**config.mk**
```make
export PLATFORM = sky130hd
export DESIGN_NAME = gmii_rx_slot_writer_flat
export DESIGN_NICKNAME = d
export VERILOG_FILES = /design/src/rtl/eth_rx_pkg.sv /design/src/rtl/eth_rx_if.sv /design/src/rtl/gmii_rx_slot_writer.sv /design/src/flat_wrapper.sv
export SDC_FILE = /design/constraint.sdc
export NUM_CORES = 1
export LEC_CHECK = 0
export BUFFER_PORTS_ARGS = -buffer_cell sky130_fd_sc_hd__buf_2
export CAP_MARGIN = 40
export CORE_ASPECT_RATIO = 0.7
export CORE_MARGIN = 2
export CORE_UTILIZATION = 49
export CTS_CLUSTER_SIZE = 30
export DETAILED_ROUTE_END_ITERATION = 8
export GPL_ROUTABILITY_DRIVEN = 0
export MAX_ROUTING_LAYER = met4
export PLACE_DENSITY = 0.88
export SLEW_MARGIN = 20
export SYNTH_ARGS = -nofsm -noshare
export SYNTH_HDL_FRONTEND = slang
export SYNTH_SLANG_ARGS = --single-unit
export TNS_END_PERCENT = 10
```
**constraint.sdc**
```tcl
create_clock -name gmii_rx_clk -period 3.7 [get_ports gmii_rx_clk]
set_clock_uncertainty 0.2 [all_clocks]
set_input_delay 0.74 -clock gmii_rx_clk [delete_from_list [all_inputs] [get_ports gmii_rx_clk]]
set_output_delay 0.74 -clock gmii_rx_clk [all_outputs]
set_load 0.03 [all_outputs]
```
**src/rtl/eth_rx_pkg.sv**
```systemverilog
package eth_rx_pkg;

  // ----------------------------------------
  // Buffer geometry
  // ----------------------------------------
  localparam int NUM_SLOTS        = 2;
  localparam int SLOT_IDX_W       = $clog2(NUM_SLOTS);
  localparam int SLOT_WORD_ADDR_W = 11;
  localparam int WORD_W           = 16;
  localparam int RAM_ADDR_W       = SLOT_IDX_W + SLOT_WORD_ADDR_W;
  localparam int RAM_WORDS        = NUM_SLOTS << SLOT_WORD_ADDR_W;

  // Word 0 is the length header, word 1 is reserved
  localparam int HDR_WORDS        = 2;
  localparam int MAX_FRAME_BYTES  = 1518;

  // ----------------------------------------
  // Descriptor fields and counters
  // ----------------------------------------
  localparam int TS_W             = 32;
  localparam int LEN_W            = 12;
  localparam int DROP_CNT_W       = 16;
  localparam int DESC_CNT_W       = $clog2(NUM_SLOTS + 1);

  // Writer FSM encoding
  localparam int              WR_ST_W  = 3;
  localparam logic [WR_ST_W-1:0] WR_IDLE  = 3'd0;
  localparam logic [WR_ST_W-1:0] WR_ARMED = 3'd1;
  localparam logic [WR_ST_W-1:0] WR_RECV  = 3'd2;
  localparam logic [WR_ST_W-1:0] WR_HDR   = 3'd3;
  localparam logic [WR_ST_W-1:0] WR_DONE  = 3'd4;

  typedef logic [SLOT_IDX_W-1:0] slot_idx_t;

  // One slot word, seen as two byte lanes or as the frame header
  typedef union packed {
    struct packed {
      logic [7:0] hi_byte;
      logic [7:0] lo_byte;
    } lanes;
    struct packed {
      logic             too_long;
      logic [2:0]       spare;
      logic [LEN_W-1:0] len;
    } hdr;
  } slot_word_u;

endpackage

```
**src/rtl/eth_rx_if.sv**
```systemverilog
`timescale 1ns/1ps
`default_nettype none

// Word write port from the GMII writer into the slot RAM
interface slot_wr_if;
  import eth_rx_pkg::*;

  logic                        wr_en;
  slot_idx_t                   slot;
  logic [SLOT_WORD_ADDR_W-1:0] addr;
  logic [1:0]                  byte_en;
  slot_word_u                  data;

  modport writer (output wr_en, slot, addr, byte_en, data);
  modport mem    (input  wr_en, slot, addr, byte_en, data);

endinterface

// Completion report for one stored frame
interface frame_done_if;
  import eth_rx_pkg::*;

  logic             done;
  slot_idx_t        slot;
  logic [LEN_W-1:0] len;
  logic             too_long;
  logic [TS_W-1:0]  timestamp;

  // done is a single-cycle pulse, the other fields hold until the next frame
  modport src (output done, slot, len, too_long, timestamp);
  modport dst (input  done, slot, len, too_long, timestamp);

endinterface

`default_nettype wire

```
**src/rtl/gmii_rx_slot_writer.sv**
```systemverilog
`timescale 1ns/1ps
`default_nettype none

module gmii_rx_slot_writer (
  input  logic                          gmii_rx_clk,
  input  logic                          sys_rst,
  input  logic [7:0]                    gmii_rxd,
  input  logic                          gmii_rx_dv,
  input  logic [eth_rx_pkg::TS_W-1:0]   timestamp,
  input  logic                          credit_avail,
  input  eth_rx_pkg::slot_idx_t         credit_slot,
  output logic                          credit_take,
  output logic                          frame_drop,
  slot_wr_if.writer                     wr,
  frame_done_if.src                     fd
);
  import eth_rx_pkg::*;

  logic [WR_ST_W-1:0] state;
  logic               hdr_sel;
  logic               dv_q;
  slot_idx_t          cur_slot;
  logic [LEN_W-1:0]   byte_cnt;
  logic               too_long;
  logic               frame_start;
  logic               byte_fits;
  logic               byte_in;

  // Arm only between frames with a free slot on offer
  assign credit_take = !sys_rst && (state == WR_IDLE) && !gmii_rx_dv && credit_avail;

  assign frame_start = gmii_rx_dv && !dv_q;
  assign byte_fits   = byte_cnt < LEN_W'(MAX_FRAME_BYTES);
  assign byte_in     = gmii_rx_dv && ((state == WR_ARMED) || (state == WR_RECV));

  assign wr.slot     = cur_slot;
  assign fd.slot     = cur_slot;
  assign fd.len      = byte_cnt;
  assign fd.too_long = too_long;

  // ----------------------------------------
  // Control FSM
  // ----------------------------------------
  // After dv falls the header takes two cycles and done one more,
  // so a frame needs five idle cycles in front of it to be accepted
  always_ff @(posedge gmii_rx_clk) begin
    if (sys_rst) begin
      state      <= WR_IDLE;
      hdr_sel    <= 1'b0;
      dv_q       <= 1'b0;
      byte_cnt   <= '0;
      too_long   <= 1'b0;
      wr.wr_en   <= 1'b0;
      fd.done    <= 1'b0;
      frame_drop <= 1'b0;
    end else begin
      dv_q       <= gmii_rx_dv;
      wr.wr_en   <= 1'b0;
      fd.done    <= 1'b0;
      // Any frame that does not start in the armed state is lost
      frame_drop <= frame_start && (state != WR_ARMED);

      case (state)
        WR_IDLE: begin
          if (credit_take) begin
            state    <= WR_ARMED;
            byte_cnt <= '0;
            too_long <= 1'b0;
          end
        end
        WR_ARMED, WR_RECV: begin
          if (gmii_rx_dv) begin
            state <= WR_RECV;
            if (byte_fits) begin
              wr.wr_en <= 1'b1;
            end else begin
              too_long <= 1'b1;
            end
            // Length saturates at the top of the field
            if (byte_cnt != '1) begin
              byte_cnt <= byte_cnt + 1'b1;
            end
          end else if (state == WR_RECV) begin
            state   <= WR_HDR;
            hdr_sel <= 1'b0;
          end
        end
        WR_HDR: begin
          wr.wr_en <= 1'b1;
          hdr_sel  <= 1'b1;
          if (hdr_sel) begin
            state <= WR_DONE;
          end
        end
        WR_DONE: begin
          fd.done <= 1'b1;
          state   <= WR_IDLE;
        end
        default: state <= WR_IDLE;
      endcase
    end
  end

  // ----------------------------------------
  // Write datapath
  // ----------------------------------------
  always_ff @(posedge gmii_rx_clk) begin
    if (credit_take) begin
      cur_slot <= credit_slot;
    end
    // Timestamp of the first byte
    if (gmii_rx_dv && (state == WR_ARMED)) begin
      fd.timestamp <= timestamp;
    end

    if (byte_in) begin
      wr.addr <= SLOT_WORD_ADDR_W'(HDR_WORDS + (byte_cnt >> 1));
      // Even bytes in the low lane, odd bytes in the high lane
      if (byte_cnt[0]) begin
        wr.byte_en             <= 2'b10;
        wr.data.lanes.hi_byte  <= gmii_rxd;
        wr.data.lanes.lo_byte  <= 8'h00;
      end else begin
        wr.byte_en             <= 2'b01;
        wr.data.lanes.hi_byte  <= 8'h00;
        wr.data.lanes.lo_byte  <= gmii_rxd;
      end
    end else if (state == WR_HDR) begin
      wr.addr    <= SLOT_WORD_ADDR_W'(hdr_sel);
      wr.byte_en <= 2'b11;
      if (hdr_sel) begin
        wr.data <= '0;
      end else begin
        wr.data.hdr.too_long <= too_long;
        wr.data.hdr.spare    <= '0;
        wr.data.hdr.len      <= byte_cnt;
      end
    end
  end

endmodule

`default_nettype wire

```
**src/flat_wrapper.sv**
```systemverilog
// flat-port wrapper written by rule: the top's interface ports become plain ports
module gmii_rx_slot_writer_flat import eth_rx_pkg::*;
  (gmii_rx_clk, sys_rst, gmii_rxd, gmii_rx_dv, timestamp, credit_avail, credit_slot, credit_take, frame_drop, wr_wr_en, wr_slot, wr_addr, wr_byte_en, wr_data, fd_done, fd_slot, fd_len, fd_too_long, fd_timestamp);
  slot_wr_if wr_i ();
  frame_done_if fd_i ();
  input  logic gmii_rx_clk;
  input  logic sys_rst;
  input  logic [7:0] gmii_rxd;
  input  logic gmii_rx_dv;
  input  logic [eth_rx_pkg::TS_W-1:0] timestamp;
  input  logic credit_avail;
  input  eth_rx_pkg::slot_idx_t credit_slot;
  output logic credit_take;
  output logic frame_drop;
  output wire logic [$bits(wr_i.wr_en)-1:0] wr_wr_en;
  output wire logic [$bits(wr_i.slot)-1:0] wr_slot;
  output wire logic [$bits(wr_i.addr)-1:0] wr_addr;
  output wire logic [$bits(wr_i.byte_en)-1:0] wr_byte_en;
  output wire logic [$bits(wr_i.data)-1:0] wr_data;
  output wire logic [$bits(fd_i.done)-1:0] fd_done;
  output wire logic [$bits(fd_i.slot)-1:0] fd_slot;
  output wire logic [$bits(fd_i.len)-1:0] fd_len;
  output wire logic [$bits(fd_i.too_long)-1:0] fd_too_long;
  output wire logic [$bits(fd_i.timestamp)-1:0] fd_timestamp;
  assign wr_wr_en = wr_i.wr_en;
  assign wr_slot = wr_i.slot;
  assign wr_addr = wr_i.addr;
  assign wr_byte_en = wr_i.byte_en;
  assign wr_data = wr_i.data;
  assign fd_done = fd_i.done;
  assign fd_slot = fd_i.slot;
  assign fd_len = fd_i.len;
  assign fd_too_long = fd_i.too_long;
  assign fd_timestamp = fd_i.timestamp;
  gmii_rx_slot_writer u_core (.gmii_rx_clk(gmii_rx_clk), .sys_rst(sys_rst), .gmii_rxd(gmii_rxd), .gmii_rx_dv(gmii_rx_dv), .timestamp(timestamp), .credit_avail(credit_avail), .credit_slot(credit_slot), .credit_take(credit_take), .frame_drop(frame_drop), .wr(wr_i), .fd(fd_i));
endmodule
```
* Yosys cells after proc, flatten, opt, wreduce, memory -nomap -nowiden
Index checks and enable logic that the tools add are counted.
** Storage, ports and cells
- Register bits after elaboration :: 83
- Latch bits :: 0
- Bits in writable memories :: 0
- Bits in read-only memories :: 0
- Bits of input ports :: 45
- Word-level logic and storage cells :: 79
- Memories kept :: 0
** Operators by class
- $add $sub $neg :: 2
- Multipliers :: 0
- Div/mod/pow operators :: 0
- $lt $le $gt $ge :: 1
- Equality and inequality tests :: 14
- Shifts and indexed selects :: 0
- Multiplexer cells :: 29
- Bitwise operators :: 0
- Reductions and logical operators :: 20
** Operators by type and width (count)
- $mux W16 :: 4
- $mux W12 :: 3
- $pmux W12 S2 :: 1
- $mux W11 :: 2
- $add A12 B1 Y12 const B :: 1
- $lt A12 B11 Y1 const B :: 1
- $mux W3 :: 4
- $ne A12 B12 Y1 const B :: 1
- $add A2 B11 Y11 const A :: 1
- $pmux W3 S3 :: 1
- $mux W1 :: 8
- $ne A2 B2 Y1 const B :: 4
- $reduce_and A4 Y1 :: 2
- $logic_and A1 B1 Y1 :: 7
- $eq A3 B2 Y1 const B :: 2
- $mux W2 :: 3
- $ne A2 B1 Y1 const B :: 3
- $pmux W1 S2 :: 3
- $reduce_and A3 Y1 :: 2
- $reduce_bool A2 Y1 :: 3
- $eq A3 B1 Y1 const B :: 1
- $eq A3 B3 Y1 const B :: 1
- $logic_not A1 Y1 :: 3
- $logic_not A3 Y1 :: 1
- other kinds (4) :: 4

* Logic depth before layout (Yosys ltp)
Gate-level depths: netlist of run 1.
- Depth after elaboration :: 6
- Depth in mapped cells :: 6

* Worst setup path before layout of run 1
Ideal clock, no wire load.
- Path kind :: register -> register
- Start :: reg u_core.state[0]
- End :: reg u_core.wr.addr[0] (enable)
- Data arrival time :: 2315 ps
- Required time :: 3075 ps
- Setup slack :: 760 ps
- Stages on the path, launching flop included :: 4
- Path buffers :: 1
- Clock period less this slack :: 2940 ps
- Path through :: dfxtp_1 -> clkbuf_1 -> o21ai_0 -> a21oi_1
** On the way
- Longest elaborated chain between the ends :: 4
- Elaborated cells on any way between the ends :: 6
- Those cells by class :: eq/ne (3); reduce/logical (3)
** RTL lines
- start: declaration :: RTL line gmii_rx_slot_writer.sv:19 : logic [WR_ST_W-1:0] state;
- start signal: assignment :: RTL line gmii_rx_slot_writer.sv:48 : state <= WR_IDLE;
- start signal: assignment :: RTL line gmii_rx_slot_writer.sv:66 : state <= WR_ARMED;
- start signal: assignment :: RTL line gmii_rx_slot_writer.sv:73 : state <= WR_RECV;
- $eq A3 B1 Y1 / $eq A3 B2 Y1 (equally long branches) :: RTL line gmii_rx_slot_writer.sv:34 : assign byte_in = gmii_rx_dv && ((state == WR_ARMED) || (state == WR_RECV));
- $logic_or A1 B1 Y1 :: RTL line gmii_rx_slot_writer.sv:34
- $logic_and A1 B1 Y1 :: RTL line gmii_rx_slot_writer.sv:34
- $reduce_bool A2 Y1 (no source line) *
- end signal: assignment :: RTL line gmii_rx_slot_writer.sv:117 : wr.addr <= SLOT_WORD_ADDR_W'(HDR_WORDS + (byte_cnt >> 1));
- end signal: assignment :: RTL line gmii_rx_slot_writer.sv:129 : wr.addr <= SLOT_WORD_ADDR_W'(hdr_sel);
- end: declaration :: RTL line eth_rx_if.sv:14 : modport writer (output wr_en, slot, addr, byte_en, data);
Every way passes the cells marked *; elsewhere a longest branch is shown, timed or not.
A chain may end at the register's enable or synchronous reset.

* Worst setup path after layout of run 1
- Start :: in sys_rst
- End :: out credit_take
** On the way
- Longest elaborated chain between the ends :: 4
** RTL lines
- start: declaration :: RTL line flat_wrapper.sv:7 : input logic sys_rst;
- $logic_not A1 Y1 :: RTL line gmii_rx_slot_writer.sv:30 : assign credit_take = !sys_rst && (state == WR_IDLE) && !gmii_rx_dv && credit_avail;
- $logic_and A1 B1 Y1 (3 in series) :: RTL line gmii_rx_slot_writer.sv:30
- end: declaration :: RTL line flat_wrapper.sv:13 : output logic credit_take;
Every way passes these cells.

==> results of run 1 <==
## stage by stage
| step | std cells | setup slack [ns] | power (mW) | util (%) |
|---|---|---|---|---|
| after global routing | 506 | 0.572 | 1.91 | 63.8 |
| after detailed placement | 490 | 0.691 | 1.22 | 60.9 |
| after floorplan | 290 | 0.760 | 1.16 | - |
| final | 506 | 0.668 | 1.85 | 63.8 |
| after global placement | 490 | 0.732 | 1.22 | 60.9 |
| after CTS | 506 | 0.683 | 1.85 | 63.8 |
## flip-flops by register name, summed over array words and instances (netlist names)
register / cells
u_core.wr.addr: 11
u_core.frame_drop: 1
u_core.fd.timestamp: 32
u_core.wr.data: 16
u_core.fd.done: 1
u_core.fd.too_long: 1
u_core.wr.byte_en: 2
u_core.fd.len: 12
u_core.state: 3
u_core.fd.slot: 1
u_core.hdr_sel: 1
u_core.dv_q: 1
u_core.wr.wr_en: 1
## per-layer routing
layer / wire (um) / global-route usage, % / vias up
li1: - / - / 1323
met1: 3580 / 29.1 / 1340
met2: 4200 / 34.7 / 145
met3: 793 / 7.45 / 23
met4: 182 / 9.19 / 0
met5: 0 / - / -
## logic make-up after synthesis
| logic type | Yosys count | share of synthesized area [%] |
|---|---|---|
| AO/OA/AOI/OAI | 61 | 11.7 |
| XOR/XNOR | 8 | 2.01 |
| adder cells (fa/ha/maj) | 2 | 0.716 |
| buffers and inverters | 30 | 3.98 |
| flip-flops | 83 | 65.3 |
| AND/OR/NAND/NOR | 106 | 16.3 |
## area by class of cell
type	instances	area, um2
clock buffers	9	124
clock inverters	7	73.8
fillers	566	2470
inverters	9	33.8
multi-input cells	177	1080
flip-flops and latches	83	2280
well taps	94	118
repair buffers	127	643
## final timing paths
kind / endpoint / start / depth (start not counted) / slack, ns
worst max register to register: u_core.fd.len[6]$_SDFFE_PP0P_ / u_core.fd.len[0]$_SDFFE_PP0P_ / 5 / 0.90
worst min register to register: u_core.frame_drop$_SDFF_PP0_ / u_core.dv_q$_SDFF_PP0_ / 1 / 0.20
worst min-delay path: u_core.frame_drop$_SDFF_PP0_ / u_core.dv_q$_SDFF_PP0_ / 1 / 0.20
worst max-delay path: credit_take / sys_rst / 4 / 0.67
## cells in the final DEF, fill, tap and decap left out, types with 3 or more instances in the layout
master      count
buf_2         124
edfxtp_1       62
nand2_1        28
dfxtp_1        21
nor2_1         15
nand3_1        12
a21oi_1        11
o21ai_0        10
inv_1           9
or3_1           9
clkbuf_8        9
nand3b_1        8
o21ai_1         7
nor3_1          7
o211ai_1        6
xnor2_1         5
a31oi_1         5
o31ai_1         4
and3_1          4
nand4_1         4
or4_1           4
xor2_1          3
a211oi_1        3
clkinvlp_4      3
buf_4           3
## where the power goes
group / leakage, nW / internal (mW) / switching (mW)
Combinational: 0.771 / 0.0508 / 0.113
Sequential: 0.730 / 1.02 / 0.0136
Clock: 0.0899 / 0.314 / 0.334
Total: 1.59 / 1.39 / 0.461
## worst reg2reg max path, stage by stage, from the launching register on
cell and delay (ns):
dfxtp_1 0.76, ha_1 0.36, nand4_1 0.25, nor3_1 0.73, o21ai_0 0.19, a211oi_1 0.24
==> flow_summary_export.csv, run 1 <==
group,metric,value,unit
logic_synthesis,netlist_instances,290,
floorplan,die-area,7830,um2
logic_synthesis,syn_area_per_cell,12.0,um2
worst_setup_path,cp-end-kind,"output port",
timing,fin_crit_sh,81.9,%
global_routing,grt_max_degree,34,
clock_tree,cts_hold_buf,0,
worst_setup_path,max_stage_delay,0.55,ns
job,maxCapViolCount,0,
floorplan,start_util,51.2,%
logic_synthesis,async_reset_ff_share,0,%
worst_setup_path,cp_cell_sequence,"buf_2, or4b_4, nor3_2, buf_2",
floorplan,fp.dieW,105,um
global_routing,track_usage,22.9,%
logic_synthesis,synth_seq_cells,83,
placement,dp_hpwl,6220,um
clock_tree,cts_resized,0,
timing,rsz0062_at_grt,"false",
logic_synthesis,synth_most_common_cell,"edfxtp_1",
worst_setup_path,crit_path_max_fanout,22,
clock_tree,clock-sinks,83,
placement,port_buffers,124,
final_layout,layout.nets,454,
clock_tree,clock_latency,0.36,ns
final_layout,drive_above_1_share,36.7,%
route,vias,2831,
route,first_pass_iters,5,
power,irDropWorstVdd,0.000217,V
logic_synthesis,synth_top_area_share,53.3,%
worst_setup_path,startpoint_type,"input pin",
worst_setup_path,critPathKind,"input pin to output port",
route,antenna_left,0,
timing,finalSetupTns,0,ns
logic_synthesis,yosysWarnings,0,
worst_setup_path,cp_slowest_cell,"or4b_4",
clock_tree,clk_path_buf_depth,2,
logic_synthesis,yosys-top-cells-count,"62 x edfxtp_1, 28 x nand2_1, 21 x dfxtp_1",
timing,relSlewSlack,46.9,%
logic_synthesis,synth-seq-area-share,65.3,%
route,routed_wirelength,8750,um
clock_tree,cts_root_buffer,"clkbuf_8",
global_routing,grt_pass1_wl,13100,um
logic_synthesis,synth_edf_count,62,
logic_synthesis,synthFlopType,"edfxtp_1",
final_layout,areaGrowthSynthToFinish,24.6,%
timing,setup_violations,0,
timing,hold_viol,0,
clock_tree,cts_made_buffers,9,
global_routing,antenna_found_initial,0,
worst_setup_path,cp_data_required_time,2.76,ns
timing,tightestPinTransition,0.791,ns
timing,max_freq,330,MHz
logic_synthesis,synth_area,3490,um2
global_routing,grt_pass1_vias,2623,
timing,final_max_slew_viol_count,0,
floorplan,io-pin-count,125,
logic_synthesis,synthTopCellsByArea,"edfxtp_1 53%, dfxtp_1 12%, nand2_1 3.0%",
timing,finalCriticalPeriod,3.03,ns
worst_setup_path,cp.arrival,2.09,ns
route,vias_per_cell,5.59,
logic_synthesis,synth_cell_types,53,
logic_synthesis,syn_nets,337,
worst_setup_path,crit_family,"simple AND/OR/NAND/NOR gates",
power,powerDensity,425,nW/um2
final_layout,diodes,0,
clock_tree,h-tree-depth,3,
clock_tree,clk_pin_slew,0.08,ns
logic_synthesis,yosysTopAreaCell,"edfxtp_1",
route,drc,0,
floorplan,fp.dieH,74.6,um
route,drt_iter0_drc,366,
final_layout,final_area,4350,um2
outcome,outcome,"complete, no violations",
floorplan,placeableCoreArea,6820,um2
worst_setup_path,path_common_cell,"buf_2",
floorplan,rows,25,
clock_tree,postCtsSetupBuffers,0,
route,detail_route.wl_per_cell,17.3,um
timing,hold_ws,0.196,ns
global_routing,overflow,0,
clock_tree,cts_tree,"done",
worst_setup_path,cp_num_buf_inv,2,
placement,postPlaceCellArea,4160,um2
power,leakage,1.59,nW
worst_hold_path,hold_class,"register to register",
No activity file was read; power rests on OpenSTA's default activity.
==> run 2, diff against run 1 <==
CORE_UTILIZATION = 45   (was 49)
PLACE_DENSITY = 0.85   (was 0.88)
clock period = 2.5 ns   (was 3.7 ns; I/O delays follow)
==> run 2 against run 1 <==
Cell area up 1.3%. Clock-buffer cell count up 1. Worst hold slack worse by 0.083 ns. Cell count up 2.8%. Global-route usage down 1.8 points. Highest routed layer unchanged. Register-to-register slack worse by 0.66 ns. Critical path type is now register to output port. Core utilization down 4.4 points. Clock power up 33%. Via count down 1.1%.
==> flow_summary_export.csv, run 2 (synthesis results as in run 1) <==
group,metric,value,unit
outcome,outcome,"complete, no violations",
placement,port_buffers,124,
worst_setup_path,cp_slowest_cell,"or4b_4",
timing,tightestPinTransition,0.578,ns
global_routing,grt_pass1_vias,2600,
final_layout,regMostFlops,"u_core.fd.timestamp",
worst_setup_path,cp_data_required_time,1.80,ns
placement,postPlaceCellArea,4240,um2
final_layout,largest_reg_flops,32,
power,irDropWorstVdd,0.000257,V
final_layout,seq_area,2280,um2
power,powerDensity,600,nW/um2
clock_tree,postCtsSetupBuffers,0,
route,routed_wirelength,8480,um
worst_setup_path,cp-end-kind,"output port",
floorplan,placeableCoreArea,7420,um2
timing,final_max_slew_viol_count,0,
worst_setup_path,cp.arrival,1.60,ns
route,antenna_left,0,
final_layout,final_area,4410,um2
power,sw_frac_of_total,25.6,%
worst_setup_path,critPathKind,"register to output port",
timing,rsz0062_at_grt,"false",
worst_setup_path,cp_cell_sequence,"or4b_4, nor3_2, buf_2",
clock_tree,cts_hold_buf,0,
floorplan,rows,26,
floorplan,io-pin-count,125,
global_routing,antenna_found_initial,0,
worst_setup_path,startpoint_type,"register",
clock_tree,cts_made_buffers,9,
power,combinationalPowerShare,9.7,%
timing,layout_setup_ws,0.203,ns
final_layout,multi_input_area,1080,um2
global_routing,grt_pass1_wl,13200,um
power,p_int,1.97,mW
clock_tree,clk_path_buf_depth,2,
placement,dp_hpwl,6140,um
clock_tree,clock-sinks,83,
power,p_seq_share,57.8,%
floorplan,fp.dieW,109,um
route,vias,2801,
final_layout,reg.largest.list,"u_core.fd.timestamp (32), u_core.wr.data (16), u_core.fd.len (12)",
floorplan,fp.dieH,77.7,um
clock_tree,clk_pin_slew,0.08,ns
final_layout,final_cell_mix,"124 x buf_2, 62 x edfxtp_1, 28 x nand2_1, 21 x dfxtp_1, 15 x nor2_1",
job,maxCapViolCount,0,
final_layout,final_common_cell,"buf_2",
route,detail_route.wl_per_cell,16.3,um
clock_tree,cts_resized,0,
final_layout,layout.nets,464,
power,leakage,1.63,nW
global_routing,track_usage,21.2,%
route,vias_per_cell,5.39,
timing,fin_crit_sh,91.9,%
worst_setup_path,cp_num_buf_inv,1,
power,finalPower,2.64,mW
placement,dp_slack,0.133,ns
power,switching_power,677,uW
final_layout,drive_above_1_share,38.2,%
final_layout,n_fill_cell,628,
worst_setup_path,max_stage_delay,0.56,ns
floorplan,die-area,8500,um2
clock_tree,h-tree-depth,3,
route,drc,0,
worst_hold_path,hold_class,"input pin to register",
floorplan,start_util,47.1,%
timing,finalCriticalPeriod,2.30,ns
worst_setup_path,crit_path_max_fanout,3,
timing,setup_violations,0,
route,first_pass_iters,5,
final_layout,final_util,59.4,%
route,drt_iter0_drc,376,
timing,max_freq,435,MHz
clock_tree,clock_latency,0.35,ns
global_routing,overflow,0,
global_routing,grt_max_degree,33,
timing,hold_viol,0,
timing,relSlewSlack,61.2,%
clock_tree,cts_root_buffer,"clkbuf_8",
final_layout,areaGrowthSynthToFinish,26.2,%
final_layout,diodes,0,
worst_setup_path,crit_family,"simple AND/OR/NAND/NOR gates",
power,pwr-share-clk,32.5,%
clock_tree,cts_tree,"done",
[run 2: changes by cell type in the layout (fill, tap and decap cells not counted)]
cell        delta
buf_4         +10
bufinv_16      -1
clkbuf_1       +1
clkinv_1       -1
clkinv_2       +1
clkinvlp_4     -1
inv_6          +1
[run 2: power groups by stage]
stage                     clock network [mW]  logic, mW  registers (mW)
final                                  0.860      0.256            1.53
after global placement                     0      0.250            1.56
after CTS                              0.878      0.256            1.53
after detailed placement                   0      0.255            1.56
after floorplan                            0     0.0960            1.63
after global routing                   0.942      0.277            1.53
[run 2: final cells by class]
| class | count | share of cell area (%) |
|---|---|---|
| timing repair buffer | 137 | 16.3 |
| inverter | 9 | 0.766 |
| clock inverter | 6 | 1.05 |
| sequential | 83 | 51.8 |
| multi-input combinational | 177 | 24.5 |
| tap | 98 | 2.78 |
| clock buffer | 10 | 2.89 |
[run 2: worst register-to-register path: stages, from the launching register on]
cell and delay [ns]:
dfxtp_1 0.48, ha_1 0.31, nand4_1 0.25, nor4_2 0.62, a211oi_2 0.10, o32ai_1 0.22
[run 2: routing by layer]
metal  vias up  global-route usage (%)  wire [um]  share of wire [%]
li1       1338                       -          -                  -
met5         -                       -          0                  0
met1      1316                    28.2       3610                 43
met3        11                    6.72        800                9.4
met4         0                    7.72        102                1.2
met2       136                    30.6       3970                 47
[run 2: metrics by stage]
| stage | hold slack [ns] | instances | setup TNS [ns] |
|---|---|---|---|
| global route | 0.0898 | 520 | 0 |
| floorplan | 0.173 | 290 | -9.94 |
| finish | 0.113 | 520 | 0 |
| detailed placement | 0.190 | 504 | 0 |
| global placement | 0.182 | 504 | 0 |
| CTS | 0.103 | 520 | 0 |
[run 2: worst paths after layout]
check                           slack [ns]                                end  cells past startpoint                          start
worst max register to register        0.24     u_core.fd.len[11]$_SDFFE_PP0P_                      5  u_core.fd.len[1]$_SDFFE_PP0P_
worst min register to register        0.20       u_core.frame_drop$_SDFF_PP0_                      1         u_core.dv_q$_SDFF_PP0_
worst min-delay path                  0.11  u_core.fd.timestamp[26]$_DFFE_PP_                      1                  timestamp[26]
worst max-delay path                  0.20                        credit_take                      3   u_core.state[1]$_SDFFE_PP0P_
